## config.mk

```make
export PLATFORM = sky130hd
export DESIGN_NAME = mem_arbiter_flat
export DESIGN_NICKNAME = d
export VERILOG_FILES = /design/src/rtl/cpu_types_pkg.sv /design/src/rtl/cache_pkg.sv /design/src/rtl/mem_req_if.sv /design/src/rtl/mem_arbiter.sv /design/src/flat_wrapper.sv
export SDC_FILE = /design/constraint.sdc
export NUM_CORES = 1
export LEC_CHECK = 0
export BUFFER_PORTS_ARGS = -buffer_cell sky130_fd_sc_hd__buf_4
export CORE_MARGIN = 4
export CORE_UTILIZATION = 28
export CTS_CLUSTER_SIZE = 40
export DETAILED_ROUTE_END_ITERATION = 7
export PLACE_DENSITY = 0.86
export SYNTH_ARGS = -nofsm -noshare
export SYNTH_HDL_FRONTEND = slang
export SYNTH_SLANG_ARGS = --single-unit
export TNS_END_PERCENT = 50
```

## constraint.sdc

```tcl
create_clock -name clk -period 2.2 [get_ports clk]
set_input_delay 0.44 -clock clk [delete_from_list [all_inputs] [get_ports clk]]
set_output_delay 0.44 -clock clk [all_outputs]
set_load 0.05 [all_outputs]
```

## src/rtl/cpu_types_pkg.sv

```systemverilog
package cpu_types_pkg;

	// the processor moves 16-bit words and addresses memory by byte
	localparam int WORD_W = 16;
	localparam int ADDR_W = 16;

	// one data or instruction word
	typedef logic [WORD_W-1:0] word_t;

	// a byte address where bit 0 is never used by the memory side
	typedef logic [ADDR_W-1:0] addr_t;

endpackage

```

## src/rtl/cache_pkg.sv

```systemverilog
package cache_pkg;

	localparam int WORDS_PER_LINE = 4;
	localparam int OFFSET_W       = $clog2(WORDS_PER_LINE);

	// the line address keeps everything above the word offset and the byte bit
	localparam int LINE_ADDR_W = cpu_types_pkg::ADDR_W - OFFSET_W - 1;

	typedef logic [OFFSET_W-1:0]    offset_t;
	typedef logic [LINE_ADDR_W-1:0] line_addr_t;

	// controller states shared by the instruction and data cache
	typedef enum logic [1:0] {
		IDLE,
		WAIT_GNT,
		FILL,
		DONE
	} fill_state_e;

	function automatic line_addr_t line_of(cpu_types_pkg::addr_t addr);
		return addr[cpu_types_pkg::ADDR_W-1 -: LINE_ADDR_W];
	endfunction

	function automatic offset_t offset_of(cpu_types_pkg::addr_t addr);
		return addr[OFFSET_W:1];
	endfunction

	// rebuilds the byte address of one word inside a line
	function automatic cpu_types_pkg::addr_t word_addr(line_addr_t line, offset_t off);
		return {line, off, 1'b0};
	endfunction

endpackage

```

## src/rtl/mem_req_if.sv

```systemverilog
interface mem_req_if;
	import cpu_types_pkg::*;

	logic  req;
	logic  gnt;
	logic  wr;
	addr_t addr;
	word_t wdata;
	word_t rdata;
	logic  data_valid;

	modport requester (
		output req, wr, addr, wdata,
		input  gnt, rdata, data_valid
	);

	modport arbiter_side (
		input  req, wr, addr, wdata,
		output gnt, rdata, data_valid
	);

	// the memory accepts every request it sees and never looks at gnt
	modport memory (
		input  req, wr, addr, wdata,
		output rdata, data_valid
	);

endinterface

```

## src/rtl/mem_arbiter.sv

```systemverilog
module mem_arbiter (
	input  logic            clk,
	input  logic            rst_n_i,
	mem_req_if.arbiter_side icache_port,
	mem_req_if.arbiter_side dcache_port,
	mem_req_if.requester    mem
);
	import cache_pkg::*;

	typedef enum logic [1:0] {
		ARB_IDLE,
		ARB_ICACHE,
		ARB_DCACHE
	} arb_state_e;

	localparam offset_t LAST_WORD = offset_t'(WORDS_PER_LINE - 1);

	arb_state_e state_q;
	offset_t    rx_cnt_q;
	logic       icache_gnt;
	logic       dcache_gnt;
	logic       sel_icache;

	// grants are only handed out while the memory is free
	assign icache_gnt = (state_q == ARB_IDLE) && icache_port.req;
	assign dcache_gnt = (state_q == ARB_IDLE) && dcache_port.req && !icache_port.req;

	assign icache_port.gnt = icache_gnt;
	assign dcache_port.gnt = dcache_gnt;

	// when idle the instruction side goes first
	// once a fill runs its owner keeps the memory port
	assign sel_icache = (state_q == ARB_IDLE) ? icache_port.req : (state_q == ARB_ICACHE);

	assign mem.req   = sel_icache ? icache_port.req   : dcache_port.req;
	assign mem.wr    = sel_icache ? icache_port.wr    : dcache_port.wr;
	assign mem.addr  = sel_icache ? icache_port.addr  : dcache_port.addr;
	assign mem.wdata = sel_icache ? icache_port.wdata : dcache_port.wdata;

	assign icache_port.data_valid = (state_q == ARB_ICACHE) && mem.data_valid;
	assign dcache_port.data_valid = (state_q == ARB_DCACHE) && mem.data_valid;
	assign icache_port.rdata      = (state_q == ARB_ICACHE) ? mem.rdata : '0;
	assign dcache_port.rdata      = (state_q == ARB_DCACHE) ? mem.rdata : '0;

	always_ff @(posedge clk or negedge rst_n_i) begin
		if (!rst_n_i) begin
			state_q  <= ARB_IDLE;
			rx_cnt_q <= '0;
		end else begin
			case (state_q)
				ARB_IDLE: begin
					// a granted write is finished in its own cycle and needs no lock
					if (icache_gnt) begin
						state_q <= ARB_ICACHE;
					end else if (dcache_gnt && !dcache_port.wr) begin
						state_q <= ARB_DCACHE;
					end
				end
				default: begin
					if (mem.data_valid) begin
						rx_cnt_q <= rx_cnt_q + 1'b1;
						if (rx_cnt_q == LAST_WORD) begin
							state_q <= ARB_IDLE;
						end
					end
				end
			endcase
		end
	end

endmodule

```

## src/flat_wrapper.sv

```systemverilog
// flat-port wrapper written by rule: the top's interface ports become plain ports
module mem_arbiter_flat import cache_pkg::*;
  (clk, rst_n_i, icache_port_req, icache_port_wr, icache_port_addr, icache_port_wdata, icache_port_gnt, icache_port_rdata, icache_port_data_valid, dcache_port_req, dcache_port_wr, dcache_port_addr, dcache_port_wdata, dcache_port_gnt, dcache_port_rdata, dcache_port_data_valid, mem_req, mem_wr, mem_addr, mem_wdata, mem_gnt, mem_rdata, mem_data_valid);
  mem_req_if icache_port_i ();
  mem_req_if dcache_port_i ();
  mem_req_if mem_i ();
  input  logic clk;
  input  logic rst_n_i;
  input wire logic [$bits(icache_port_i.req)-1:0] icache_port_req;
  input wire logic [$bits(icache_port_i.wr)-1:0] icache_port_wr;
  input wire logic [$bits(icache_port_i.addr)-1:0] icache_port_addr;
  input wire logic [$bits(icache_port_i.wdata)-1:0] icache_port_wdata;
  output wire logic [$bits(icache_port_i.gnt)-1:0] icache_port_gnt;
  output wire logic [$bits(icache_port_i.rdata)-1:0] icache_port_rdata;
  output wire logic [$bits(icache_port_i.data_valid)-1:0] icache_port_data_valid;
  input wire logic [$bits(dcache_port_i.req)-1:0] dcache_port_req;
  input wire logic [$bits(dcache_port_i.wr)-1:0] dcache_port_wr;
  input wire logic [$bits(dcache_port_i.addr)-1:0] dcache_port_addr;
  input wire logic [$bits(dcache_port_i.wdata)-1:0] dcache_port_wdata;
  output wire logic [$bits(dcache_port_i.gnt)-1:0] dcache_port_gnt;
  output wire logic [$bits(dcache_port_i.rdata)-1:0] dcache_port_rdata;
  output wire logic [$bits(dcache_port_i.data_valid)-1:0] dcache_port_data_valid;
  output wire logic [$bits(mem_i.req)-1:0] mem_req;
  output wire logic [$bits(mem_i.wr)-1:0] mem_wr;
  output wire logic [$bits(mem_i.addr)-1:0] mem_addr;
  output wire logic [$bits(mem_i.wdata)-1:0] mem_wdata;
  input wire logic [$bits(mem_i.gnt)-1:0] mem_gnt;
  input wire logic [$bits(mem_i.rdata)-1:0] mem_rdata;
  input wire logic [$bits(mem_i.data_valid)-1:0] mem_data_valid;
  assign icache_port_i.req = icache_port_req;
  assign icache_port_i.wr = icache_port_wr;
  assign icache_port_i.addr = icache_port_addr;
  assign icache_port_i.wdata = icache_port_wdata;
  assign icache_port_gnt = icache_port_i.gnt;
  assign icache_port_rdata = icache_port_i.rdata;
  assign icache_port_data_valid = icache_port_i.data_valid;
  assign dcache_port_i.req = dcache_port_req;
  assign dcache_port_i.wr = dcache_port_wr;
  assign dcache_port_i.addr = dcache_port_addr;
  assign dcache_port_i.wdata = dcache_port_wdata;
  assign dcache_port_gnt = dcache_port_i.gnt;
  assign dcache_port_rdata = dcache_port_i.rdata;
  assign dcache_port_data_valid = dcache_port_i.data_valid;
  assign mem_req = mem_i.req;
  assign mem_wr = mem_i.wr;
  assign mem_addr = mem_i.addr;
  assign mem_wdata = mem_i.wdata;
  assign mem_i.gnt = mem_gnt;
  assign mem_i.rdata = mem_rdata;
  assign mem_i.data_valid = mem_data_valid;
  mem_arbiter u_core (.clk(clk), .rst_n_i(rst_n_i), .icache_port(icache_port_i), .dcache_port(dcache_port_i), .mem(mem_i));
endmodule
```

After elaboration in Yosys (flattened, before gate mapping)
Cells that the tools add are included.

cells by class
  add/sub/neg operators = 1
  eq/ne operators = 4
  muxes and demuxes = 12
  bitwise gates (word level) = 1
  reductions and logical operators = 13

operators with widths
  kind                   count
  $mux W16               4
  $mux W2                5
  $logic_and A1 B1 Y1    6
  $eq A2 B2 Y1 const B   2
  $reduce_bool A2 Y1     2
  $mux W1                3
  $ne A3 B3 Y1 const B   1
  $reduce_and A3 Y1      1
  $add A2 B1 Y2 const B  1
  $eq A2 B1 Y1 const B   1
  $logic_not A1 Y1       2
  $logic_not A2 Y1       1
  $reduce_and A2 Y1      1
  $not A1 Y1             1

word-level totals
  bits in registers = 4
  input port bits = 88
  output and inout bits = 70
  logic and storage cells = 33

Logic depth before layout (Yosys ltp)
  depth in word-level cells = 7
  depth in mapped cells = 3
  depth with buffers taken out = 3

Least setup slack after synthesis
Ideal clock, no wire load.

  kind = register -> output
  start = register u_core.state_q[0]
  end = output port dcache_port_gnt
  arrival time = 2.206 ns
  required time = 1.760 ns
  setup slack = -0.446 ns
  stages on the path, launching flop included = 2
  buffers on the path = 0
  path through = dfrtp_1 -> nor4b_1

between the ends
  cells in the longest elaborated chain, start to end = 3

ends and longest elaborated chain
  item                              line                text
  start: declaration                mem_arbiter.sv:18   arb_state_e state_q;
  start signal: assignment          mem_arbiter.sv:47   state_q <= ARB_IDLE;
  start signal: assignment          mem_arbiter.sv:54   state_q <= ARB_ICACHE;
  start signal: assignment          mem_arbiter.sv:56   state_q <= ARB_DCACHE;
  $logic_not A2 Y1                  mem_arbiter.sv:26   assign dcache_gnt = (state_q == ARB_IDLE) && dcache_port.req && !icache_port.req;
  $logic_and A1 B1 Y1 (2 in a row)  mem_arbiter.sv:26
  end: declaration                  flat_wrapper.sv:20  output wire logic [$bits(dcache_port_i.gnt)-1:0] dcache_port_gnt;

Every way passes these cells.

Worst setup path in the final report
  start = register u_core.state_q[0]
  end = output port mem_addr[0]

between the ends
  cells in the longest elaborated chain, start to end = 3

ends and longest elaborated chain
  item                                                     line                text
  $eq A2 B1 Y1 / $logic_not A2 Y1 (equally long branches)  mem_arbiter.sv:33   assign sel_icache = (state_q == ARB_IDLE) ? icache_port.req : (state_q == ARB_ICACHE);
  $mux W1 *                                                mem_arbiter.sv:33
  $mux W16 *                                               mem_arbiter.sv:37   assign mem.addr = sel_icache ? icache_port.addr : dcache_port.addr;
  end: declaration                                         flat_wrapper.sv:25  output wire logic [$bits(mem_i.addr)-1:0] mem_addr;

Mark *: on every way between the ends. The rest lies on a longest branch, timed or not.

==> flow_metrics.py <==
metrics = {
    "grt": {
        "grt.overflow.total": 0,
        "grt_start_max_net_pins": 34,
        "grt_pass1_wl_um": 6560,
        "antenna_found_initial": 0,
        "grt_pass1_vias": 1335,
        "grt.total_usage": 0.208,
    },
    "routing": {
        "firstDrtPassIters": 4,
        "vias_per_cell": 4.48,
        "drt-total-wl_um": 4550,
        "drt_iter0_markers": 42,
        "vias": 1250,
        "ant_nets": 0,
        "remaining_drc_errors": 0,
        "avgRoutedWirePerCell_um": 16.3,
    },
    "status": {
        "status": "complete, no violations",
    },
    "logic_synthesis": {
        "ys_ff_latch": 4,
        "synth.top_cell.area_share": 0.397,
        "ys_seq_area_frac": 0.118,
        "yosysTopAreaCell": "mux2_1",
        "synth_warnings": 0,
        "syn_area_um2": 851,
        "netlist_instances": 92,
        "ys_types": 18,
        "yosys-top-cells-area": "mux2_1 (40%), and2_1 (25%), dfrtp_1 (12%)",
        "synth_area_per_cell_um2": 9.25,
        "syn_nets": 181,
    },
    "clock_network": {
        "cts.sinks": 4,
        "clk_latency_ns": 0.23,
        "cts_setup_buffers": 0,
        "clk_pin_slew_ns": 0.04,
        "cts_resized": 0,
        "cts-root-buf": "clkbuf_4",
        "cts_buffers": 3,
        "htree_levels": 1,
        "clockBufferDepth": 2,
        "cts_tree": "done",
    },
    "critical_path": {
        "worstSetupEndpointType": "primary output",
        "crit_required_ns": 1.76,
        "crit_path_start_kind": "flip-flop",
        "cp.depth": 4,
        "worst_path_max_delay_cell": "dfrtp_1",
        "critPathKind": "flip-flop to primary output",
        "cp.arrival_ns": 1.66,
        "rr_startpoint": "u_core.state_q[0]",
        "crit_buf_inv": 2,
        "r2r_slack_ns": 0.91,
        "crit_path_cell_trace": "o21bai_4 > buf_12 > mux2_1 > buf_4",
        "cpLargestDelayFamily": "flip-flops",
        "crit_start": "u_core.state_q[0]",
        "slowest_delay_ns": 0.46,
        "crit_path_max_fanout": 33,
        "worst_r2r_endpoint": "u_core.rx_cnt_q[1]",
        "crit_path_end": "mem_addr[0]",
        "reg2reg_depth": 2,
    },
    "die": {
        "fp.coreArea_mm2": 0.00283,
        "die_w_um": 63.1,
        "rows": 19,
        "pin_count": 158,
        "die_area_mm2": 0.00398,
        "fp.dieH_um": 63.1,
        "initial_utilization": 0.301,
    },
    "final_layout": {
        "layout.cells.non_filler": 279,
        "nFillCells": 229,
        "mostFrequentLayoutCell": "buf_4",
        "final_nets": 339,
        "antennaDiodeCount": 0,
        "drive_above_1_share": 0.669,
        "syn_to_final_growth_pct": 144,
        "mostFrequentLayoutCells": "buf_4 (156), and2_1 (34), mux2_1 (30), mux2_2 (4), dfrtp_1 (4)",
    },
    "placed_design": {
        "dp_slack_ns": 0.276,
        "place_congestion": 0.813,
        "placedCellCount": 275,
        "io_buffers": 156,
    },
    "worst_hold_path": {
        "hold_path_class": "flip-flop to flip-flop",
    },
    "timing": {
        "setup_viol": 0,
        "finalCritPeriodShare": 0.955,
        "rsz0062_at_grt": "no",
        "hold_viol": 0,
        "maxSlewHeadroom": 0.720,
        "report.final.slew_viol_count": 0,
        "worstMarginPinSlew_ns": 0.420,
        "setup_ws_ns": 0.0988,
        "clock_skew_ns": 0.00271,
        "setup_tns_ns": 0,
        "max_clock_freq_mhz": 476,
        "fin_crit_ns": 2.10,
    },
    "pwr": {
        "power.density_mw_per_mm2": 1550,
        "ir_drop_mv": 0.923,
        "leakage_nw": 1.13,
    },
    "job": {
        "drv_cap": 0,
    },
}
cell usage after synthesis:
master,count
ha_1,1
buf_6,3
and2b_1,2
clkbuf_1,2
dfrtp_1,4
mux2_2,4
inv_1,3
mux2_1,30
o21bai_4,1
nor4b_1,1
xnor2_1,1
nand2_1,1
and2_1,34
o21ai_0,1
o22ai_1,1
nor3b_1,1
a22o_1,1
a21o_1,1
sequential cells by signal (all words and copies together), names as in the netlist:
signal / flops
u_core.rx_cnt_q: 2
u_core.state_q: 2
report_power, final:
| part | switching [mW] | leakage, nW | internal [mW] | total (mW) |
|---|---|---|---|---|
| registers | 0.0539 | 0.0474 | 0.113 | 0.167 |
| logic | 1.96 | 1.07 | 0.995 | 2.96 |
| clock network | 0.0271 | 0.0138 | 0.0608 | 0.0880 |
| total | 2.04 | 1.13 | 1.17 | 3.21 |
routing by layer:
metal | wire (um) | GRT usage
met5 | 0 | 0
met4 | 58 | 0.0331
met3 | 466 | 0.0657
met2 | 2610 | 0.440
met1 | 1410 | 0.188
repair_timing:
item                                    4_1_cts  5_1_grt
hold buffers                                  1        0
endpoints found under the hold margin         4        0
endpoints found under the setup margin        0        0
kinds of logic (layout without fill, tap and decap cells):
kind of cell             count (synthesis)  after routing  share of synthesized area
AO/OA/AOI/OAI                            5              5                     0.0544
flip-flops                               4              4                      0.118
XOR/XNOR                                 1              1                     0.0103
adder cells (fa/ha/maj)                  1              1                     0.0147
multiplexers                            34             34                      0.450
AND/OR/NAND/NOR                         39             39                      0.291
buffers and inverters                    8            164                     0.0618
area by class of cell:
| cell class | instances | area, um2 | share of cell area |
|---|---|---|---|
| repair buffers | 158 | 1200 | 0.578 |
| multi-input cells | 80 | 704 | 0.339 |
| flip-flops and latches | 4 | 100 | 0.0482 |
| well taps | 31 | 38.8 | 0.0187 |
| clock buffers | 3 | 22.5 | 0.0108 |
| inverters | 3 | 11.3 | 0.00542 |
worst register-to-register path: stages (launching register included):
cell     delay (ns)
dfrtp_1        0.46
o21ai_0        0.33
mux2_2         0.38
how the worst min path moves through the flow:
stage | start | end | depth (start not counted)
2_1_floorplan | rst_n_i | u_core.rx_cnt_q[0] | 0
5_1_grt | u_core.rx_cnt_q[0] | u_core.rx_cnt_q[0] | 1
6_report | u_core.rx_cnt_q[0] | u_core.rx_cnt_q[0] | 1
4_1_cts | u_core.rx_cnt_q[0] | u_core.rx_cnt_q[0] | 1
3_3_place_gp | rst_n_i | u_core.state_q[1] | 1
3_5_place_dp | rst_n_i | u_core.state_q[1] | 1
through the flow:
step	hold WS [ns]	cell area, um2	utilization	total power [mW]
detailed placement	0.236	2050	0.723	3.14
floorplan	0.144	857	-	2.30
finish	0.517	2080	0.735	3.21
CTS	0.511	2080	0.735	3.24
global placement	0.236	2050	0.723	3.11
global route	0.540	2080	0.735	3.34
Note: power is estimated with default switching activity, not from simulation.
