File: config.mk
export PLATFORM = sky130hd
export DESIGN_NAME = dcache_flat
export DESIGN_NICKNAME = d
export VERILOG_FILES = /design/src/rtl/cpu_types_pkg.sv /design/src/rtl/cache_pkg.sv /design/src/rtl/mem_req_if.sv /design/src/rtl/dcache.sv /design/src/flat_wrapper.sv
export SDC_FILE = /design/constraint.sdc
export NUM_CORES = 1
export LEC_CHECK = 0
export ABC_AREA = 1
export BUFFER_PORTS_ARGS = -buffer_cell sky130_fd_sc_hd__buf_4
export CORE_MARGIN = 2
export CORE_UTILIZATION = 50
export DETAILED_ROUTE_END_ITERATION = 12
export PLACE_DENSITY = 0.67
export SKIP_LAST_GASP = 1
export SLEW_MARGIN = 20
export SYNTH_ARGS = -nofsm -noshare
export SYNTH_HDL_FRONTEND = slang
export SYNTH_SLANG_ARGS = --single-unit
File: constraint.sdc
create_clock -name clk -period 3.5 [get_ports clk]
set_clock_uncertainty 0.15 [all_clocks]
set_input_delay 0.175 -clock clk [delete_from_list [all_inputs] [get_ports clk]]
set_output_delay 0.175 -clock clk [all_outputs]
set_load 0.005 [all_outputs]
File: src/rtl/cpu_types_pkg.sv
package cpu_types_pkg;

	// the processor moves 16-bit words and addresses memory by byte
	localparam int WORD_W = 16;
	localparam int ADDR_W = 16;

	// one data or instruction word
	typedef logic [WORD_W-1:0] word_t;

	// a byte address where bit 0 is never used by the memory side
	typedef logic [ADDR_W-1:0] addr_t;

endpackage

File: src/rtl/cache_pkg.sv
package cache_pkg;

	localparam int WORDS_PER_LINE = 4;
	localparam int OFFSET_W       = $clog2(WORDS_PER_LINE);

	// the line address keeps everything above the word offset and the byte bit
	localparam int LINE_ADDR_W = cpu_types_pkg::ADDR_W - OFFSET_W - 1;

	typedef logic [OFFSET_W-1:0]    offset_t;
	typedef logic [LINE_ADDR_W-1:0] line_addr_t;

	// controller states shared by the instruction and data cache
	typedef enum logic [1:0] {
		IDLE,
		WAIT_GNT,
		FILL,
		DONE
	} fill_state_e;

	function automatic line_addr_t line_of(cpu_types_pkg::addr_t addr);
		return addr[cpu_types_pkg::ADDR_W-1 -: LINE_ADDR_W];
	endfunction

	function automatic offset_t offset_of(cpu_types_pkg::addr_t addr);
		return addr[OFFSET_W:1];
	endfunction

	// rebuilds the byte address of one word inside a line
	function automatic cpu_types_pkg::addr_t word_addr(line_addr_t line, offset_t off);
		return {line, off, 1'b0};
	endfunction

endpackage

File: src/rtl/mem_req_if.sv
interface mem_req_if;
	import cpu_types_pkg::*;

	logic  req;
	logic  gnt;
	logic  wr;
	addr_t addr;
	word_t wdata;
	word_t rdata;
	logic  data_valid;

	modport requester (
		output req, wr, addr, wdata,
		input  gnt, rdata, data_valid
	);

	modport arbiter_side (
		input  req, wr, addr, wdata,
		output gnt, rdata, data_valid
	);

	// the memory accepts every request it sees and never looks at gnt
	modport memory (
		input  req, wr, addr, wdata,
		output rdata, data_valid
	);

endinterface

File: src/rtl/dcache.sv
module dcache #(
	parameter int NUM_LINES = 8
) (
	input  logic                 clk,
	input  logic                 rst_n_i,
	input  logic                 data_req_i,
	input  logic                 data_wr_i,
	input  cpu_types_pkg::addr_t data_addr_i,
	input  cpu_types_pkg::word_t data_wdata_i,
	output logic                 data_done_o,
	output cpu_types_pkg::word_t data_rdata_o,
	mem_req_if.requester         mem
);
	import cpu_types_pkg::*;
	import cache_pkg::*;

	localparam int      IDX_W     = $clog2(NUM_LINES);
	localparam offset_t LAST_WORD = offset_t'(WORDS_PER_LINE - 1);

	fill_state_e          state_q;
	logic                 pend_q;
	logic                 wr_q;
	addr_t                addr_q;
	word_t                wdata_q;
	offset_t              iss_cnt_q;
	offset_t              rx_cnt_q;
	logic [NUM_LINES-1:0] valid_q;
	line_addr_t           tag_q  [NUM_LINES];
	word_t                data_q [NUM_LINES*WORDS_PER_LINE];

	line_addr_t       req_line;
	offset_t          req_off;
	logic [IDX_W-1:0] req_idx;
	logic             hit;
	logic             wr_accept;

	assign req_line = line_of(addr_q);
	assign req_off  = offset_of(addr_q);
	assign req_idx  = req_line[IDX_W-1:0];
	assign hit      = valid_q[req_idx] && (tag_q[req_idx] == req_line);

	// the cycle in which the memory takes the write-through
	assign wr_accept = (state_q == WAIT_GNT) && mem.gnt && wr_q;

	// only reads can finish straight from the array, writes always visit memory
	assign data_done_o  = (state_q == IDLE && pend_q && !wr_q && hit) || (state_q == DONE);
	assign data_rdata_o = data_q[{req_idx, req_off}];

	// a write is one request cycle, a read miss fetches the whole line
	assign mem.req   = (state_q == WAIT_GNT) || (state_q == FILL && iss_cnt_q != '0);
	assign mem.wr    = (state_q == WAIT_GNT) && wr_q;
	assign mem.addr  = wr_q ? addr_q : word_addr(req_line, iss_cnt_q);
	assign mem.wdata = wdata_q;

	always_ff @(posedge clk or negedge rst_n_i) begin
		if (!rst_n_i) begin
			pend_q <= 1'b0;
			wr_q   <= 1'b0;
		end else if (data_req_i) begin
			pend_q <= 1'b1;
			wr_q   <= data_wr_i;
		end else if (data_done_o) begin
			pend_q <= 1'b0;
		end
	end

	always_ff @(posedge clk) begin
		if (data_req_i) begin
			addr_q  <= data_addr_i;
			wdata_q <= data_wdata_i;
		end
	end

	always_ff @(posedge clk or negedge rst_n_i) begin
		if (!rst_n_i) begin
			state_q   <= IDLE;
			iss_cnt_q <= '0;
			rx_cnt_q  <= '0;
			valid_q   <= '0;
		end else begin
			case (state_q)
				IDLE: begin
					if (pend_q && (wr_q || !hit)) begin
						state_q <= WAIT_GNT;
					end
				end
				WAIT_GNT: begin
					if (wr_accept) begin
						state_q <= DONE;
					end else if (mem.gnt) begin
						state_q          <= FILL;
						iss_cnt_q        <= iss_cnt_q + 1'b1;
						valid_q[req_idx] <= 1'b0;
					end
				end
				FILL: begin
					if (mem.req) begin
						iss_cnt_q <= iss_cnt_q + 1'b1;
					end
					if (mem.data_valid) begin
						rx_cnt_q <= rx_cnt_q + 1'b1;
						if (rx_cnt_q == LAST_WORD) begin
							valid_q[req_idx] <= 1'b1;
							state_q          <= DONE;
						end
					end
				end
				default: begin
					state_q <= IDLE;
				end
			endcase
		end
	end

	// a write that hits also patches the cached copy, a miss leaves it alone
	always_ff @(posedge clk) begin
		if (wr_accept && hit) begin
			data_q[{req_idx, req_off}] <= wdata_q;
		end else if (state_q == FILL && mem.data_valid) begin
			data_q[{req_idx, rx_cnt_q}] <= mem.rdata;
			if (rx_cnt_q == LAST_WORD) begin
				tag_q[req_idx] <= req_line;
			end
		end
	end

endmodule

File: src/flat_wrapper.sv
// flat-port wrapper written by rule: the top's interface ports become plain ports
module dcache_flat import cpu_types_pkg::*; import cache_pkg::*;
#(
	parameter int NUM_LINES = 8
)
  (clk, rst_n_i, data_req_i, data_wr_i, data_addr_i, data_wdata_i, data_done_o, data_rdata_o, mem_req, mem_wr, mem_addr, mem_wdata, mem_gnt, mem_rdata, mem_data_valid);
  mem_req_if mem_i ();
  input  logic clk;
  input  logic rst_n_i;
  input  logic data_req_i;
  input  logic data_wr_i;
  input  cpu_types_pkg::addr_t data_addr_i;
  input  cpu_types_pkg::word_t data_wdata_i;
  output logic data_done_o;
  output cpu_types_pkg::word_t data_rdata_o;
  output wire logic [$bits(mem_i.req)-1:0] mem_req;
  output wire logic [$bits(mem_i.wr)-1:0] mem_wr;
  output wire logic [$bits(mem_i.addr)-1:0] mem_addr;
  output wire logic [$bits(mem_i.wdata)-1:0] mem_wdata;
  input wire logic [$bits(mem_i.gnt)-1:0] mem_gnt;
  input wire logic [$bits(mem_i.rdata)-1:0] mem_rdata;
  input wire logic [$bits(mem_i.data_valid)-1:0] mem_data_valid;
  assign mem_req = mem_i.req;
  assign mem_wr = mem_i.wr;
  assign mem_addr = mem_i.addr;
  assign mem_wdata = mem_i.wdata;
  assign mem_i.gnt = mem_gnt;
  assign mem_i.rdata = mem_rdata;
  assign mem_i.data_valid = mem_data_valid;
  dcache #(.NUM_LINES(NUM_LINES)) u_core (.clk(clk), .rst_n_i(rst_n_i), .data_req_i(data_req_i), .data_wr_i(data_wr_i), .data_addr_i(data_addr_i), .data_wdata_i(data_wdata_i), .data_done_o(data_done_o), .data_rdata_o(data_rdata_o), .mem(mem_i));
endmodule
Word-level counts from Yosys, hierarchy flattened
Memories as Yosys holds them, arrays and structs flattened. A register that Yosys moved wholly into a read port is not among the register bits. Index checks and enable logic that the tools add are counted.

$lt $le $gt $ge: 2. Muxes and demuxes: 36. Reduce and logical (&&, ||, !) cells: 26. Equal/unequal tests: 12. Bitwise logic cells: 3. $add $sub $neg: 2.

Operators with widths (count): $mux 8 (4); $mux 16 (1); $mux 2 (8); $pmux 8 s2 (1); $reduce_or 16->1 (1); $mux 1 (14); $eq 13x13->1 (1); $logic_and 1x1->1 (12); $ne 2x2->1 const B (6); $mux 5 (2); $and 8x8->8 (1); $not 8->8 (1); $or 8x8->8 (1); $reduce_and 4->1 (2); $eq 2x2->1 const B (3); $mux 3 (2); $pmux 2 s3 (1); $reduce_bool 2->1 (3); $reduce_and 5->1 (1); $add 2x1->2 const B (2); $lt 3x4->1 const B (1); $pmux 2 s2 (1); $bmux 1 s3 (1); $demux 1 s3 (1); other kinds (7) (10).

Bits in registers: 48. Logic and storage cells: 91. Bits of input ports: 54. Memories: 2. Bits in writable memories: 616.

Memory list: u_core.data_q (depth 32, bits a word 16, rd ports 1, clocked after memory_dff 1, write ports 1, line dcache.sv:29) `word_t data_q [NUM_LINES*WORDS_PER_LINE];`; u_core.tag_q (depth 8, bits a word 13, rd ports 1, clocked after memory_dff 1, write ports 1, line dcache.sv:28) `line_addr_t tag_q [NUM_LINES];`.

Longest topological paths before layout
Depth in word-level cells: 9. Mapped depth: 20. Gate-level depth less buffers: 18.

Least setup slack after synthesis
No wires, ideal clock.

Kind: register -> register. Start: register u_core.addr_q[3]. End: memory u_core.data_q[10][0] in the netlist's numbering, enable pin. Buffers on the path: 2. Required time: 2.962 ns. Stages on the path, launching flop included: 21. Data arrival time: 2.624 ns. Setup slack: 0.338 ns. Cell sequence: edfxtp_1 > buf_2 > inv_2 > nand2_1 > nand2_1 > nand2_1 > nand2_1 > nand2_1 > nand2_1 > clkinv_1 > nand2_1 > nor2_1 > nand2_1 > nor2_2 > nand3_4 > nand2_4 > buf_8 > nand2_4 > nand2_4 > nand2_4 > nor2_1.

Longest elaborated chain between the ends: 8. Elaborated cells on any way between the ends: 12. Those cells by class: eq/ne (1); mux (8); reduce/logical (3).

RTL lines: from (decl) (line dcache.sv:23) `addr_t addr_q;`; from (signal assigned) (line dcache.sv:69) `addr_q <= data_addr_i;`; $bmux 1 s3 (line dcache.sv:40) `assign hit = valid_q[req_idx] && (tag_q[req_idx] == req_line);`; $mux 1 (not written as such) (line dcache.sv:40); $logic_and 1x1->1 (line dcache.sv:40); $logic_and 1x1->1 (line dcache.sv:117) `if (wr_accept && hit) begin`; $mux 1 (line dcache.sv:117); $mux 1 (not written as such) (line dcache.sv:120) `data_q[{req_idx, rx_cnt_q}] <= mem.rdata;`; $reduce_or 16->1 (no source line); $mux 5 (no source line) or $mux 1 (tied branches); to (decl) (line dcache.sv:29).

Several ways; a longest one is shown, not always the timed one. The select of a mux whose other input is x is not followed.

==> results.json <==
{
  "cts_max_path_buffers": 3,
  "fp.dieW_um": 237,
  "dr.first_iter.drc_count": 2254,
  "synth_fa_ha_area_frac": 0.00323,
  "root_buffer": "clkbuf_16",
  "die_height_um": 237,
  "gr-total-overflow": 0,
  "syn-instance-count": 2144,
  "slew_headroom": 0.462,
  "synthSimpleGateAreaFrac": 0.114,
  "drcViolationCount": 0,
  "max_freq_ghz": 0.289,
  "swShare": 0.271,
  "cts.sinks": 669,
  "power_frac_seq": 0.485,
  "synth_area_um2": 27100,
  "wl_per_cell_um": 23.2,
  "whs_ps": 96.0,
  "synth_seq_cells": 669,
  "critPathKind": "reg -> out",
  "area_growth_pct": 17.9,
  "p_int_mw": 14.4,
  "synth_compound_area_frac": 0.105,
  "clk_latency_ps": 620,
  "nNetsFinal": 2380,
  "required_ps": 3170,
  "worstHoldEndpoint": "u_core.data_q[13][8]",
  "hp-class": "in -> reg",
  "ant_nets": 0,
  "cp.arrival_ps": 3130,
  "ios": 105,
  "avgViaCountPerCell": 5.92,
  "combPwrFrac": 0.148,
  "rsz0062_at_grt": "yes",
  "final_util": 0.594,
  "num_antenna_cells": 0,
  "syn_avg_cell_area_um2": 12.6,
  "grt_pass1_vias": 17900,
  "ys_warn_count": 0,
  "worstPathCellList": "buf_6 > buf_8 > o21ai_0 > o221ai_1 > nand3_1 > a32oi_1 > buf_4",
  "synth.distinct_cells": 33,
  "leakage_nw": 11.2,
  "reg2reg_depth": 16,
  "drive_gt1_frac": 0.148,
  "cts_tree": "built",
  "row_count": 85,
  "slowest_stage": "dfxtp_4",
  "path_max_fanout": 46,
  "p_sw_mw": 5.36,
  "status": "finished clean",
  "cts_made_buffers": 70,
  "finalMaxSlewViolations": 0,
  "min_period_ps": 3460,
  "fin_crit_sh": 0.988,
  "drt_wl_total_mm": 71.3,
  "grt_max_degree": 114,
  "via_count": 18200,
  "max_stage_delay_ps": 560,
  "core_area_um2": 53700,
  "yosys.area_share.xor_xnor": 0.000647,
  "synth_fp_nets": 2205,
  "synth_edf_count": 648,
  "synth_top_family_by_area": "simple AND/OR/NAND/NOR gates",
  "detailed_place_hpwl_mm": 42.0,
  "cp_num_buf_inv": 3,
  "muxShareOfSynthArea": 0,
  "r2r_slack_ps": 250,
  "p_clk_frac": 0.367,
  "grt_usage": 0.257,
  "drtPass1Iterations": 6,
  "antenna_found_initial": 0,
  "die-area_um2": 56000,
  "power_density_nw_per_um2": 619,
  "synth_top_area_share": 0.719,
  "synthArstFlopShare": 0.0239,
  "grt_pass1_wl_mm": 108,
  "vdd_ir_drop_max_uv": 453,
  "portBuffers": 104,
  "setup_violations": 0,
  "worst_pin_slew_ps": 801,
  "htreeDepth": 3,
  "yosysTopAreaCell": "edfxtp_1",
  "hold_path_depth": 4,
  "gp_congestion": 0.858,
  "drv_cap": 0,
  "worstHoldStart": "mem_rdata[8]",
  "clk_pin_slew_ps": 60,
  "cp-start-kind": "flip-flop",
  "hold_viol": 0,
  "fill_cells": 4073,
  "synth_area_leaders": "edfxtp_1 (72%), o21ai_0 (5.2%), nor2_1 (5.1%)",
  "synthFlopType": "edfxtp_1",
  "start_util": 0.504,
  "path_delay_family": "compound AO/OA/AOI/OAI gates",
  "synth-seq-area-share": 0.737,
  "rr_endpoint": "u_core.data_q[28][0]",
  "endpoint_kind": "output pin"
}
[power by group through the flow]
| stage | Clock [mW] | Combinational (mW) | Sequential (mW) |
|---|---|---|---|
| 5_1_grt | 7.64 | 3.18 | 9.60 |
| 3_3_place_gp | 0 | 2.78 | 9.74 |
| 2_1_floorplan | 0 | 1.57 | 9.71 |
| 3_5_place_dp | 0 | 2.85 | 9.74 |
| 6_report | 7.24 | 2.93 | 9.58 |
| 4_1_cts | 7.33 | 2.90 | 9.58 |
[cell families (layout without fill, tap and decap cells)]
family | after synthesis | after routing
compound gates | 468 | 468
xor+xnor | 2 | 2
fa+ha+maj | 7 | 7
buf+inv | 247 | 479
flops | 669 | 669
simple gates | 751 | 751
[layout make-up]
type / instances / area, µm² / share of cell area
inverters: 102 / 405 / 0.0127
clock inverters: 46 / 415 / 0.0130
multi-input cells: 1228 / 6090 / 0.191
repair buffers: 248 / 2350 / 0.0735
flip-flops and latches: 669 / 20000 / 0.626
clock buffers: 83 / 1820 / 0.0571
well taps: 696 / 871 / 0.0273
[sequential cells by signal, indices dropped and copies added, names as in the netlist, named ones only]
name,flops
u_core.wr_q,1
u_core.iss_cnt_q,2
u_core.state_q,2
u_core.data_q,512
u_core.pend_q,1
u_core.addr_q,16
u_core.tag_q,104
u_core.rx_cnt_q,2
u_core.mem.wdata,16
[worst max path at each step]
stage                startpoint  cells after the start                    to
2_1_floorplan  u_core.addr_q[3]                     20  u_core.data_q[10][0]
5_1_grt               flip-flop                      8       data_rdata_o[1]
3_5_place_dp          flip-flop                     16  u_core.data_q[9][11]
4_1_cts               flip-flop                      7      data_rdata_o[14]
6_report              flip-flop                      7       data_rdata_o[2]
3_3_place_gp          flip-flop                     16  u_core.data_q[9][11]
[cell usage in the layout, fill, tap and decap left out, types with 8 or more instances in the layout]
cell,n
nand2_4,11
dfrtp_1,16
edfxtp_1,648
nand3_1,102
clkinv_2,15
nor3_1,9
clkbuf_1,12
a21oi_1,11
buf_12,29
buf_4,175
o21ai_0,280
nand3b_1,8
nand2_1,251
nor2_2,17
inv_1,92
clkinv_1,20
dlygate4sd3_1,38
o221ai_1,104
o22ai_1,24
clkbuf_16,71
o21ai_1,10
a32oi_1,13
a31oi_1,23
nor2_1,351
[worst min-delay path: stages]
cell and delay [ps]:
buf_4 110, nand2_1 50, nand2_1 40, buf_4 250
[metal layers]
metal	track usage	vias to the layer above	part of all wire
li1	-	8167	-
met1	0.352	8916	0.40
met2	0.413	935	0.48
met3	0.0486	155	0.089
met4	0.0923	0	0.034
met5	0	-	0
[what timing repair did]
item | 4_1_cts | 5_1_grt
hold buffers | 38 | 0
gates resized for setup | 5 | 5
setup endpoints to repair | 13 | 31
setup buffers | 0 | 1
hold endpoints to repair | 93 | 0
[metrics by stage]
| stage | instances | total power [mW] | setup WS (ps) | cell area (µm²) | TNS [ps] |
|---|---|---|---|---|---|
| 3_5_place_dp | 2904 | 12.6 | 277 | 29300 | 0 |
| 2_1_floorplan | 2144 | 11.3 | 338 | 27100 | 0 |
| 4_1_cts | 3071 | 19.8 | 11.2 | 31900 | 0 |
| 5_1_grt | 3072 | 20.4 | -31.9 | 31900 | -242 |
| 3_3_place_gp | 2904 | 12.5 | 372 | 29300 | 0 |
| 6_report | 3072 | 19.8 | 42.7 | 31900 | 0 |
[Yosys cell counts (all sizes together), types with 2 or more instances]
cell type  number
a21oi          11
a31oi          24
a32oi          13
buf            40
clkbuf        105
clkinv          2
dfrtp          16
dfxtp           5
edfxtp        648
ha              7
inv           100
nand2         262
nand3         103
nand3b          8
nor2          369
nor3            9
o21ai         290
o221ai        104
o22ai          24
xor2            2
Note: power is estimated with default switching activity, not from simulation.
