$ cat src/rtl/cpu_types_pkg.sv
package cpu_types_pkg;

	// the processor moves 16-bit words and addresses memory by byte
	localparam int WORD_W = 16;
	localparam int ADDR_W = 16;

	// one data or instruction word
	typedef logic [WORD_W-1:0] word_t;

	// a byte address where bit 0 is never used by the memory side
	typedef logic [ADDR_W-1:0] addr_t;

endpackage

$ cat src/rtl/cache_pkg.sv
package cache_pkg;

	localparam int WORDS_PER_LINE = 4;
	localparam int OFFSET_W       = $clog2(WORDS_PER_LINE);

	// the line address keeps everything above the word offset and the byte bit
	localparam int LINE_ADDR_W = cpu_types_pkg::ADDR_W - OFFSET_W - 1;

	typedef logic [OFFSET_W-1:0]    offset_t;
	typedef logic [LINE_ADDR_W-1:0] line_addr_t;

	// controller states shared by the instruction and data cache
	typedef enum logic [1:0] {
		IDLE,
		WAIT_GNT,
		FILL,
		DONE
	} fill_state_e;

	function automatic line_addr_t line_of(cpu_types_pkg::addr_t addr);
		return addr[cpu_types_pkg::ADDR_W-1 -: LINE_ADDR_W];
	endfunction

	function automatic offset_t offset_of(cpu_types_pkg::addr_t addr);
		return addr[OFFSET_W:1];
	endfunction

	// rebuilds the byte address of one word inside a line
	function automatic cpu_types_pkg::addr_t word_addr(line_addr_t line, offset_t off);
		return {line, off, 1'b0};
	endfunction

endpackage

$ cat src/rtl/mem_req_if.sv
interface mem_req_if;
	import cpu_types_pkg::*;

	logic  req;
	logic  gnt;
	logic  wr;
	addr_t addr;
	word_t wdata;
	word_t rdata;
	logic  data_valid;

	modport requester (
		output req, wr, addr, wdata,
		input  gnt, rdata, data_valid
	);

	modport arbiter_side (
		input  req, wr, addr, wdata,
		output gnt, rdata, data_valid
	);

	// the memory accepts every request it sees and never looks at gnt
	modport memory (
		input  req, wr, addr, wdata,
		output rdata, data_valid
	);

endinterface

$ cat src/rtl/icache.sv
module icache #(
	parameter int NUM_LINES = 8
) (
	input  logic                 clk,
	input  logic                 rst_n_i,
	input  logic                 fetch_req_i,
	input  cpu_types_pkg::addr_t fetch_addr_i,
	output logic                 fetch_done_o,
	output cpu_types_pkg::word_t fetch_data_o,
	mem_req_if.requester         mem
);
	import cpu_types_pkg::*;
	import cache_pkg::*;

	localparam int      IDX_W     = $clog2(NUM_LINES);
	localparam offset_t LAST_WORD = offset_t'(WORDS_PER_LINE - 1);

	fill_state_e          state_q;
	logic                 pend_q;
	addr_t                addr_q;
	offset_t              iss_cnt_q;
	offset_t              rx_cnt_q;
	logic [NUM_LINES-1:0] valid_q;
	line_addr_t           tag_q  [NUM_LINES];
	word_t                data_q [NUM_LINES*WORDS_PER_LINE];

	line_addr_t       req_line;
	offset_t          req_off;
	logic [IDX_W-1:0] req_idx;
	logic             hit;

	assign req_line = line_of(addr_q);
	assign req_off  = offset_of(addr_q);
	assign req_idx  = req_line[IDX_W-1:0];
	assign hit      = valid_q[req_idx] && (tag_q[req_idx] == req_line);

	// a hit answers in the cycle after the strobe and a fill answers from DONE
	assign fetch_done_o = (state_q == IDLE && pend_q && hit) || (state_q == DONE);
	assign fetch_data_o = data_q[{req_idx, req_off}];

	// iss_cnt_q is back at zero between fills, so the first read asks for word 0
	assign mem.req   = (state_q == WAIT_GNT) || (state_q == FILL && iss_cnt_q != '0);
	assign mem.wr    = 1'b0;
	assign mem.addr  = word_addr(req_line, iss_cnt_q);
	assign mem.wdata = '0;

	always_ff @(posedge clk or negedge rst_n_i) begin
		if (!rst_n_i) begin
			pend_q <= 1'b0;
		end else if (fetch_req_i) begin
			pend_q <= 1'b1;
		end else if (fetch_done_o) begin
			pend_q <= 1'b0;
		end
	end

	always_ff @(posedge clk) begin
		if (fetch_req_i) begin
			addr_q <= fetch_addr_i;
		end
	end

	always_ff @(posedge clk or negedge rst_n_i) begin
		if (!rst_n_i) begin
			state_q   <= IDLE;
			iss_cnt_q <= '0;
			rx_cnt_q  <= '0;
			valid_q   <= '0;
		end else begin
			case (state_q)
				IDLE: begin
					if (pend_q && !hit) begin
						state_q <= WAIT_GNT;
					end
				end
				WAIT_GNT: begin
					// the old contents of the line are gone from here on
					if (mem.gnt) begin
						state_q          <= FILL;
						iss_cnt_q        <= iss_cnt_q + 1'b1;
						valid_q[req_idx] <= 1'b0;
					end
				end
				FILL: begin
					if (mem.req) begin
						iss_cnt_q <= iss_cnt_q + 1'b1;
					end
					if (mem.data_valid) begin
						rx_cnt_q <= rx_cnt_q + 1'b1;
						if (rx_cnt_q == LAST_WORD) begin
							valid_q[req_idx] <= 1'b1;
							state_q          <= DONE;
						end
					end
				end
				default: begin
					state_q <= IDLE;
				end
			endcase
		end
	end

	// words come back in issue order, so the arrival count is the word offset
	always_ff @(posedge clk) begin
		if (state_q == FILL && mem.data_valid) begin
			data_q[{req_idx, rx_cnt_q}] <= mem.rdata;
			if (rx_cnt_q == LAST_WORD) begin
				tag_q[req_idx] <= req_line;
			end
		end
	end

endmodule

$ cat src/flat_wrapper.sv
// flat-port wrapper written by rule: the top's interface ports become plain ports
module icache_flat import cpu_types_pkg::*; import cache_pkg::*;
#(
	parameter int NUM_LINES = 8
)
  (clk, rst_n_i, fetch_req_i, fetch_addr_i, fetch_done_o, fetch_data_o, mem_req, mem_wr, mem_addr, mem_wdata, mem_gnt, mem_rdata, mem_data_valid);
  mem_req_if mem_i ();
  input  logic clk;
  input  logic rst_n_i;
  input  logic fetch_req_i;
  input  cpu_types_pkg::addr_t fetch_addr_i;
  output logic fetch_done_o;
  output cpu_types_pkg::word_t fetch_data_o;
  output wire logic [$bits(mem_i.req)-1:0] mem_req;
  output wire logic [$bits(mem_i.wr)-1:0] mem_wr;
  output wire logic [$bits(mem_i.addr)-1:0] mem_addr;
  output wire logic [$bits(mem_i.wdata)-1:0] mem_wdata;
  input wire logic [$bits(mem_i.gnt)-1:0] mem_gnt;
  input wire logic [$bits(mem_i.rdata)-1:0] mem_rdata;
  input wire logic [$bits(mem_i.data_valid)-1:0] mem_data_valid;
  assign mem_req = mem_i.req;
  assign mem_wr = mem_i.wr;
  assign mem_addr = mem_i.addr;
  assign mem_wdata = mem_i.wdata;
  assign mem_i.gnt = mem_gnt;
  assign mem_i.rdata = mem_rdata;
  assign mem_i.data_valid = mem_data_valid;
  icache #(.NUM_LINES(NUM_LINES)) u_core (.clk(clk), .rst_n_i(rst_n_i), .fetch_req_i(fetch_req_i), .fetch_addr_i(fetch_addr_i), .fetch_done_o(fetch_done_o), .fetch_data_o(fetch_data_o), .mem(mem_i));
endmodule
$ cat config.mk
export PLATFORM = sky130hd
export DESIGN_NAME = icache_flat
export DESIGN_NICKNAME = d
export VERILOG_FILES = /design/src/rtl/cpu_types_pkg.sv /design/src/rtl/cache_pkg.sv /design/src/rtl/mem_req_if.sv /design/src/rtl/icache.sv /design/src/flat_wrapper.sv
export SDC_FILE = /design/constraint.sdc
export NUM_CORES = 1
export LEC_CHECK = 0
export ABC_CLOCK_PERIOD_IN_PS = 2730
export BUFFER_PORTS_ARGS = -buffer_cell sky130_fd_sc_hd__buf_2
export CORE_ASPECT_RATIO = 0.5
export CORE_MARGIN = 2
export CORE_UTILIZATION = 32
export DETAILED_ROUTE_END_ITERATION = 8
export GPL_TIMING_DRIVEN = 0
export SYNTH_ARGS = -nofsm -noshare
export SYNTH_HDL_FRONTEND = slang
export SYNTH_SLANG_ARGS = --single-unit
$ cat constraint.sdc
create_clock -name clk -period 2.73 [get_ports clk]
set_clock_uncertainty 0.2 [all_clocks]
set_input_delay 0.546 -clock clk [delete_from_list [all_inputs] [get_ports clk]]
set_output_delay 0.546 -clock clk [all_outputs]
set_load 0.05 [all_outputs]
Word-level counts from Yosys, hierarchy flattened. Memory sizes are Yosys's and may differ from the RTL's. A register that Yosys moved wholly into a read port is not among the register bits. Index checks and enable logic that the tools add are counted.

Register bits: 31. Memories kept: 2. Bits in writable memories: 616. Output and inout port bits: 51.

Memories: u_core.data_q (depth 32, bits a word 16, read ports 1, clocked after memory_dff 1, write ports 1, line icache.sv:25) `word_t data_q [NUM_LINES*WORDS_PER_LINE];`; u_core.tag_q (depth 8, bits a word 13, read ports 1, clocked after memory_dff 1, write ports 1, line icache.sv:24) `line_addr_t tag_q [NUM_LINES];`.

Add/subtract/negate cells: 2. $lt $le $gt $ge: 2. Bitwise operators: 3. Reduce and logical (&&, ||, !) cells: 18. Equality and inequality tests: 10. Multiplexer cells: 25.

Operator list (count): 8-bit 2-to-1 mux (3); 8-bit one-hot mux with 2 select lines (1); 13-bit == test (1); 2-bit 2-to-1 mux (6); 2-bit inequality test, second input constant (5); 1-bit 2-to-1 mux (9); 8-bit AND (1); 8-bit inverter (1); 8-bit bitwise OR (1); 4-bit AND reduction (2); 1-bit logical AND (7); 2-bit == test, second input constant (3); 2-bit one-hot mux with 3 select lines (1); 2-bit nonzero test (3); 5-bit 2-to-1 mux (1); 2-bit by 1-bit adder with 2-bit output, second input constant (2); 3-bit by 4-bit less-than comparator with 1-bit output, second input constant (1); 2-bit one-hot mux with 2 select lines (1); 1-bit binary-select mux with 3-bit select (1); 1-bit demux with 3-bit select (1); 3-bit by 1-bit greater-or-equal comparator with 1-bit output, second input constant (1); 3-bit 2-to-1 mux (1); 3-bit AND reduction (1); 2-bit by 1-bit == test with 1-bit output, second input constant (1); 4 further kinds (5).

Logic depth before layout (Yosys ltp). Gate-level depths: netlist of run 1.

Depth after elaboration: 8. Gate-level depth with buffers: 10. Depth with buffers taken out: 8.

Worst setup path after synthesis of run 1. OpenSTA, ideal clock, no wires.

Path type: flip-flop to flip-flop. From: reg u_core.state_q[0]. To: reg u_core.iss_cnt_q[1]. Clock period less this slack: 3362 ps. Stages on the path, launching flop included: 8. Slack: -632 ps. Arrival: 3037 ps. Setup time: 125 ps. Required time: 2405 ps. Cells stage by stage: dfrtp_1 inv_1 ha_1 clkbuf_1 clkinv_1 o21ai_0 o21ai_0 mux2_2.

Cells in the longest elaborated chain, start to end: 5.

RTL lines: start, declared (line icache.sv:18) `fill_state_e state_q;`; start signal, assigned (line icache.sv:65) `state_q <= IDLE;`; start signal, assigned (line icache.sv:73) `state_q <= WAIT_GNT;`; start signal, assigned (line icache.sv:79) `state_q <= FILL;`; 2-bit == test (line icache.sv:42) `assign mem.req = (state_q == WAIT_GNT) || (state_q == FILL && iss_cnt_q != '0);`; 1-bit logical AND (line icache.sv:42); 1-bit logical OR * (line icache.sv:42); net mem_req (line flat_wrapper.sv:14) `output wire logic [$bits(mem_i.req)-1:0] mem_req;`; 2-bit inequality test (no source line) *; 3-bit AND reduction (no source line) *; end signal, assigned (line icache.sv:80) `iss_cnt_q <= iss_cnt_q + 1'b1;`; end signal, assigned (line icache.sv:86) `iss_cnt_q <= iss_cnt_q + 1'b1;`; end, declared (line icache.sv:21) `offset_t iss_cnt_q;`.

The timed path passes the listed nets; every way through them passes the cells marked *. A chain may end at the register's enable or synchronous reset.

==> metrics.txt, run 1 <==
outcome=finished, violations left; violated checks=negative setup slack; I/O pin count=88; initial antenna violation count=1; Mapped Cells=1140; ANT nets after route=0; core area=0.0791 mm^2; pre-CTS WS=-1210 ps; r2r startpoint=u_core.addr_q[3]; Post-synth EDFFs=631; Die Width=403 um; WL per Instance=23.8 um; Die Area=0.0819 mm^2; max_slew headroom=43.6%; Leak=10.3 nW; Worst VDD drop=0.000620 V; Yosys cell types=47; Total Wirelength=59.1 mm; most common cell after layout, fill and taps aside=edfxtp_1; Layout area overhead=24.2%; CTS sink cnt=651; # setup viols final=17; maxcap violations=0; pwr dens=725 mW/mm^2; cts bufs inserted=61; # diodes=0; layout cells sized above 1=42.3%; initial DRC count=1275; Ys Warns=0; final hold vios=0; min Tclk post-route=3770 ps; Fmax achieved=0.265 GHz; Placed Cells=2309; Die Span Y=203 um; Cell Area, Synth=0.0254 mm^2; Seq/Total Area, Yosys=76.3%; CP Buf/Inv Count=3; crit share post-route=138%; H-tree levels=2; grt total ovfl=0; HP Start=mem_data_valid; vias in the first global route=12.4k; unrepaired setup endpoints after global routing=true; DRC=0; WS Path Type=register to output port; crit start category=register; Yosys reg bits=651; crit-path cells=buf_16 > buf_16 > mux4_2 > mux4_2 > mux2_4 > buf_6; Initial Util=32.2%; post-DP HPWL=37.7 mm; clock slew seen by the registers of the worst setup and hold paths=60 ps; arrival time worst endpoint=3020 ps; clk buf depth=3; slowest cell on the critical path=mux4_2; Vias/cell=4.92; commonest cells after routing, fill and taps aside=631 x edfxtp_1, 168 x mux4_2, 74 x buf_4; Least-Margin Pin Slew=846 ps; crit-path max cell delay=550 ps; layer with the highest usage=met2; largest net degree at the start of global routing=33; Port Buf Inserts=68; Filler cells=6915; clock root cell=clkbuf_16; CP delay by family, top=multiplexers; M1 GR Usage=19.2%; flop2flop setup slack=50 ps; met3 GRT Util=2.23%; worst-path maximum fanout=10; met2 usage=24.1%; Hold Path Class=input pin to register; share of flip-flops with an asynchronous set or reset=2.30%; Final WS setup=-1040 ps; Top FF cell, synth=edfxtp_1; Final Max Slew Viols=0; Nets=1437; CP required=1980 ps; detailed-route via count=12.2k; Rows=73; CTS tree=done; global-route wire length before repair=85.4 mm; routability cong.=0.773; clk_lat worst skew=650 ps; syn_area_per_cell=22.3 um^2; Pre-antenna DRT Iters=5; crit end category=output port; Post-Layout Cell Count=2490; GRT Util Overall=14.2%
final cells by class:
class / count / area, um^2 / share of cell area (%)
Buffer: 81 / 943 / 2.99
Multi-Input combinational cell: 411 / 6090 / 19.3
Tap cell: 1050 / 1310 / 4.16
Clock buffer: 74 / 1600 / 5.05
Sequential cell: 651 / 19400 / 61.5
Inverter: 11 / 46.3 / 0.147
Clock inverter: 39 / 297 / 0.938
Timing Repair Buffer: 173 / 1880 / 5.96
final timing paths:
path	endpoint	depth (start not counted)
setup / recovery	fetch_data_o[2]	6
hold / removal	u_core.rx_cnt_q[0]	3
setup reg to reg	u_core.data_q[1][8]	6
hold reg to reg	register	1
max in group asynchronous	u_core.state_q[0]	2
min in group asynchronous	u_core.pend_q	2
synth_stat cells (5+ instances only):
cell type / n / area [um^2]
a21oi_1: 7 / 35.0
a221oi_1: 7 / 61.3
a22oi_1: 5 / 37.5
buf_2: 16 / 80.1
buf_4: 37 / 278
clkbuf_1: 26 / 97.6
dfrtp_1: 15 / 375
dfxtp_1: 5 / 100
edfxtp_1: 631 / 18900
ha_1: 10 / 125
inv_1: 10 / 37.5
mux2_2: 31 / 349
mux2i_1: 31 / 310
mux4_2: 168 / 3780
nand2_1: 8 / 30.0
nand3_1: 6 / 30.0
nor2_1: 47 / 176
o21ai_0: 12 / 60.1
o22ai_1: 5 / 31.3
o31ai_1: 8 / 60.1
xnor2_1: 7 / 61.3
routing by layer:
metal / up-vias / share of wire (%)
met5: - / 0.017
met4: 2 / 2.2
met3: 87 / 5.4
met2: 360 / 50
met1: 6546 / 43
li1: 5246 / -
worst register-to-register path, stage by stage (launching register included):
cell and delay, ps:
edfxtp_1 500, buf_4 200, clkbuf_1 280, or3_1 400, clkbuf_2 270, nor2_4 270, buf_8 230
logic make-up (layout without fill, tap and decap cells):
group | count (synthesis) | count (layout) | share of synthesized area, %
AND/OR/NAND/NOR | 82 | 82 | 1.51
buffers and inverters | 95 | 378 | 2.21
adder cells (fa/ha/maj) | 10 | 10 | 0.492
flip-flops | 651 | 651 | 76.3
other | 1 | 18 | 0.0147
AO/OA/AOI/OAI | 59 | 59 | 1.57
multiplexers | 231 | 231 | 17.5
XOR/XNOR | 11 | 11 | 0.379
stage by stage:
step	instance area, um^2	power (W)	setup TNS [ps]	util (%)	hold slack [ps]
2_1_floorplan	25500	0.0135	-2100	-	50.4
4_1_cts	31200	0.0229	-17440	39.5	58.6
3_3_place_gp	27200	0.0143	-627350	34.4	273
5_1_grt	31600	0.0237	-18520	39.9	85.6
6_report	31600	0.0229	-16940	39.9	81.6
3_5_place_dp	27900	0.0144	-224970	35.3	260
report_power, final:
part           switching (W)  total, W  internal, W  leakage [nW]
combinational        0.00190   0.00335      0.00144          3.44
sequential          0.000175    0.0114       0.0112          5.91
clock                0.00371   0.00816      0.00445         0.935
sequential cells by signal, summed over array words and instances (netlist names), named ones only:
name              cells
u_core.rx_cnt_q       2
u_core.addr_q        15
u_core.tag_q        104
u_core.iss_cnt_q      2
u_core.state_q        2
u_core.pend_q         1
u_core.data_q       512
repair_timing:
action                                 in CTS  in global routing
setup endpoints to repair                 627                167
hold buffers                               16                  0
endpoints found under the hold margin      35                  0
cloned                                      4                  5
pin swaps                                  16                 20
gates resized for setup                   230                 44
buffers inserted                           31                 16
No activity file was read; power rests on OpenSTA's default activity.
==> inputs of run 2 (changes only) <==
--- a/config.mk
+++ b/config.mk
@@ -7,7 +7,7 @@
 export LEC_CHECK = 0
 export ABC_CLOCK_PERIOD_IN_PS = 2730
 export BUFFER_PORTS_ARGS = -buffer_cell sky130_fd_sc_hd__buf_2
-export CORE_ASPECT_RATIO = 0.5
+export CORE_ASPECT_RATIO = 0.75
 export CORE_MARGIN = 2
 export CORE_UTILIZATION = 32
 export DETAILED_ROUTE_END_ITERATION = 8
==> run 2 against run 1 <==
Compared with the run above:
- the flow still finishes with violations (negative setup slack)
- setup slack worse by 5.3 ps
- global-route usage up 0.93 points
- total power up 0.42%
- non-clock buffer count up 15
- final cell count up 0.28%
- routed wire length up 5.6%
- sequential share of layout area down 0.11 points
- flip-flop and latch count unchanged
- design area up 0.15%
- clock-buffer cell count up 2
- utilization up 0.25 points
- critical path type unchanged
- critical endpoint is now fetch_data_o[15]
- highest routed layer unchanged
==> metrics.txt, run 2 (same netlist as run 1, synthesis figures left out) <==
Final Max Slew Viols=0; multi-input combinational cell area=0.00602 mm^2; Largest Register=u_core.data_q; Placed Cells=2307; Rows=89; clock slew seen by the registers of the worst setup and hold paths=70 ps; Nets=1452; Post-Layout Cell Count=2497; # setup viols final=17; crit-path cells=buf_12 > buf_12 > buf_12 > mux4_2 > mux4_2 > mux2_4 > buf_6; GRT Util Overall=15.1%; max_slew headroom=52.4%; Port Buf Inserts=68; I/O pin count=88; min Tclk post-route=3770 ps; Largest regs=u_core.data_q (512), u_core.tag_q (104), u_core.addr_q (15); Fmax achieved=0.265 GHz; HP Start=mem_data_valid; core area=0.0787 mm^2; Leak=10.3 nW; CP required=1980 ps; post-DP HPWL=40.2 mm; final hold vios=0; initial antenna violation count=3; outcome=finished, violations left; CP delay by family, top=multiplexers; arrival time worst endpoint=3030 ps; Die Span Y=248 um; commonest cells after routing, fill and taps aside=631 x edfxtp_1, 168 x mux4_2, 83 x buf_4; final setup TNS=-17040 ps; crit-path max cell delay=550 ps; CTS tree=done; crit start category=register; Die Width=330 um; vias in the first global route=12.5k; CTS sink cnt=651; maxcap violations=0; pwr dens=727 mW/mm^2; Largest register FFs=512; Total Wirelength=62.4 mm; layout cells sized above 1=41.9%; Final WS setup=-1040 ps; clk_lat worst skew=640 ps; Register Area=0.0194 mm^2; Die Area=0.0818 mm^2; Filler cells=6818; DRC=0; ANT nets after route=0; clock root cell=clkbuf_16; most common cell after layout, fill and taps aside=edfxtp_1; Layout area overhead=24.3%; cts bufs inserted=61; initial DRC count=1368; largest net degree at the start of global routing=33; H-tree levels=2; WHS=86.0 ps; clk buf depth=3; violated checks=negative setup slack; WL per Instance=25.0 um; Worst VDD drop=0.000520 V; slowest cell on the critical path=mux4_2; WS Path Type=register to output port; detailed-route via count=12.6k; grt total ovfl=0; r2r startpoint=u_core.addr_q[3]; most frequent CP cell=buf_12; routability cong.=0.779; Vias/cell=5.05; unrepaired setup endpoints after global routing=true; Least-Margin Pin Slew=714 ps; # diodes=0; crit end category=output port; CP Buf/Inv Count=4; Initial Util=32.3%; worst-path maximum fanout=6; crit share post-route=138%; Hold Path Class=input pin to register; global-route wire length before repair=88.7 mm; Pre-antenna DRT Iters=5
## run 2: metal layers
metal	wire length, um	vias up	GRT usage (%)
li1	-	5271	-
met1	26800	6749	21.1
met2	28400	485	22.9
met3	6140	90	5.48
met4	1080	4	3.07
met5	17	-	0
## run 2: worst reg2reg max path, cell delays in order (launching register included)
cell      delay, ps
edfxtp_1        480
buf_4           230
clkbuf_1        460
nand3_2         350
nor2_4          390
buf_8           210
## run 2: final timing paths
kind	endpoint	depth (start not counted)	slack (ps)
worst max-delay path	fetch_data_o[15]	7	-1040
worst min-delay path	u_core.rx_cnt_q[0]	3	90
worst max register to register	u_core.tag_q[5][3]	5	70
worst min register to register	register	1	300
max in group asynchronous	async pin	2	1840
min in group asynchronous	async pin	2	190
## run 2: area by class of cell
cell class,count,share of cell area [%]
inverter,11,0.146
buffer,81,2.78
clock inverter,33,0.929
sequential,651,61.4
multi-input combinational,411,19.0
clock buffer,76,5.07
tap,1046,4.14
timing repair buffer,188,6.52
## run 2: power breakdown
group	internal, W	leakage, nW	switching [W]	total (W)
registers	0.0112	5.91	0.000165	0.0114
clock network	0.00453	0.926	0.00364	0.00817
logic	0.00147	3.49	0.00198	0.00344
## run 2: stage by stage
| step | power [W] | worst slack, ps | cell area, um^2 | util, % |
|---|---|---|---|---|
| after floorplan | 0.0135 | -133 | 25500 | - |
| after global placement | 0.0143 | -1180 | 27200 | 34.5 |
| after detailed placement | 0.0144 | -1160 | 28000 | 35.5 |
| after CTS | 0.0231 | -1070 | 31400 | 39.9 |
| after global routing | 0.0238 | -1140 | 31600 | 40.2 |
| final | 0.0230 | -1040 | 31600 | 40.2 |
## run 2: repair_timing
| item | CTS | global route |
|---|---|---|
| setup endpoints to repair | 553 | 365 |
| resized for setup | 222 | 27 |
| endpoints found under the hold margin | 35 | 0 |
| buffers inserted | 47 | 18 |
| hold buffers | 16 | 0 |
| cloned | 4 | 1 |
| pin swaps | 12 | 4 |
==> inputs of run 3 (changes only) <==
--- a/config.mk
+++ b/config.mk
@@ -12,6 +12,8 @@
 export CORE_UTILIZATION = 32
 export DETAILED_ROUTE_END_ITERATION = 8
 export GPL_TIMING_DRIVEN = 0
+export MAX_ROUTING_LAYER = met4
+export SETUP_SLACK_MARGIN = 0.15
 export SYNTH_ARGS = -nofsm -noshare
 export SYNTH_HDL_FRONTEND = slang
 export SYNTH_SLANG_ARGS = --single-unit
==> run 3 against run 2 <==
Compared with the run above:
- the run still ends with negative setup slack left
- maximum frequency is essentially flat
- design area fell by 0.53%
- sequential share of layout area grew 0.33 points
- utilization is 0.21 points lower
- non-clock buffer count down 7
- critical path depth fell by 1
- setup slack worse by 1.9 ps
- register-to-register slack improved by 110 ps
- sequential power hardly changed
- combinational power increased by 1%
- routed wire length decreased by 4.6%
- critical path type unchanged
- largest cell class unchanged
- largest power group unchanged
==> metrics.txt, run 3 (same netlist as run 1, synthesis figures left out) <==
WHS=123 ps; Port Buf Inserts=68; post-DP HPWL=37.1 mm; Final Max Slew Viols=0; final setup TNS=-17040 ps; Die Width=330 um; commonest cells after routing, fill and taps aside=631 x edfxtp_1, 168 x mux4_2, 84 x buf_4; pwr dens=752 mW/mm^2; worst reg2reg endpoint=u_core.state_q[0]; vias in the first global route=12.1k; Leak=10.3 nW; Largest regs=u_core.data_q (512), u_core.tag_q (104), u_core.addr_q (15); WL per Instance=23.9 um; Die Area=0.0818 mm^2; ANT nets after route=0; crit share post-route=138%; Vias/cell=4.95; maxcap violations=0; most common cell after layout, fill and taps aside=edfxtp_1; multi-input combinational cell area=0.00595 mm^2; Hold Path Class=input pin to register; grt total ovfl=0; crit start category=register; clk_lat worst skew=620 ps; initial DRC count=1503; routability cong.=0.848; CTS sink cnt=651; Worst VDD drop=0.000476 V; clk buf depth=3; clock slew seen by the registers of the worst setup and hold paths=60 ps; hold endpoint=u_core.rx_cnt_q[0]; arrival time worst endpoint=3030 ps; Placed Cells=2292; Initial Util=32.3%; Nets=1445; Rows=89; Largest Register=u_core.data_q; DRC=0; Least-Margin Pin Slew=778 ps; core area=0.0787 mm^2; flop2flop setup slack=180 ps; min Tclk post-route=3780 ps; Die Span Y=248 um; Layout area overhead=23.7%; Register Area=0.0194 mm^2; HP Start=mem_data_valid; crit end category=output port; WS Path Type=register to output port; Filler cells=6825; GRT Util Overall=14.9%; pre-CTS WS=-1410 ps; largest net degree at the start of global routing=33; CTS tree=done; max_slew headroom=48.1%; CP required=1980 ps; layout cells sized above 1=41.9%; worst-path maximum fanout=5; I/O pin count=88; Post-Layout Cell Count=2495; Fmax achieved=0.265 GHz; cts bufs inserted=61; Pre-antenna DRT Iters=5; initial antenna violation count=2; outcome=finished, violations left; Worst R2R Path Depth=11; violated checks=negative setup slack; clock root cell=clkbuf_16; # setup viols final=17; unrepaired setup endpoints after global routing=true; final hold vios=0; Largest register FFs=512; H-tree levels=2; global-route wire length before repair=84.2 mm; Total Wirelength=59.6 mm; detailed-route via count=12.4k; hold depth=3; Final WS setup=-1050 ps
==> run 3: changes by cell type in the layout (fill, tap and decap cells not counted), sizes merged <==
cell | previous run | this run
bufinv | 4 | 12
buf | 230 | 217
clkbuf | 99 | 96
diode | 0 | 1
clkinvlp | 1 | 5
clkinv | 27 | 28
==> run 3: where the power goes <==
part | internal [W] | switching (W)
Sequential | 0.0112 | 0.000145
Clock | 0.00521 | 0.00359
Combinational | 0.00146 | 0.00202
==> run 3: repair_timing <==
action	in CTS	in global routing
buffers inserted	54	11
hold endpoints to repair	35	0
hold buffers	16	0
gates cloned	3	5
pin swaps	29	4
resized for setup	185	32
setup endpoints to repair	638	191
==> run 3: per-layer routing <==
metal  global-route usage [%]  vias up  routed length, um
met5                        -        -                  0
met4                     4.02        0               1370
met3                     2.29       73               4240
met2                     21.9      420              27100
met1                     21.5     6610              26900
li1                         -     5257                  -
==> run 3: worst max-delay path, cell delays in order, from the launching register on <==
cell and delay [ps]:
dfxtp_4 440, buf_12 180, buf_16 140, mux4_2 570, mux4_2 580, mux2_4 320, buf_6 160
==> run 3: area by class of cell <==
type                    count  share of cell area, %
flip-flops and latches    651                   61.7
multi-input cells         411                   18.9
repair buffers            178                   5.74
clock buffers              67                   4.92
well taps                1046                   4.16
plain buffers              84                   2.67
clock inverters            46                   1.70
inverters                  11                  0.179
diodes                      1                0.00795
==> run 3: how the worst max path moves through the flow <==
| stage | depth (start not counted) | slack (ps) | end | start |
|---|---|---|---|---|
| after floorplan | 5 | -130 | fetch_data_o[0] | register |
| after global placement | 6 | -1380 | fetch_data_o[1] | register |
| after detailed placement | 6 | -1410 | fetch_data_o[1] | register |
| after CTS | 6 | -1080 | fetch_data_o[1] | register |
| after global routing | 11 | -1100 | fetch_done_o | register |
| final | 6 | -1050 | fetch_data_o[8] | register |
==> run 3: stage by stage <==
step	cell area [um^2]	power, W	utilization [%]
after floorplan	25500	0.0135	-
after global placement	27200	0.0143	34.5
after detailed placement	27600	0.0144	35.0
after CTS	31200	0.0237	39.6
after global routing	31500	0.0244	40.0
final	31500	0.0237	40.0
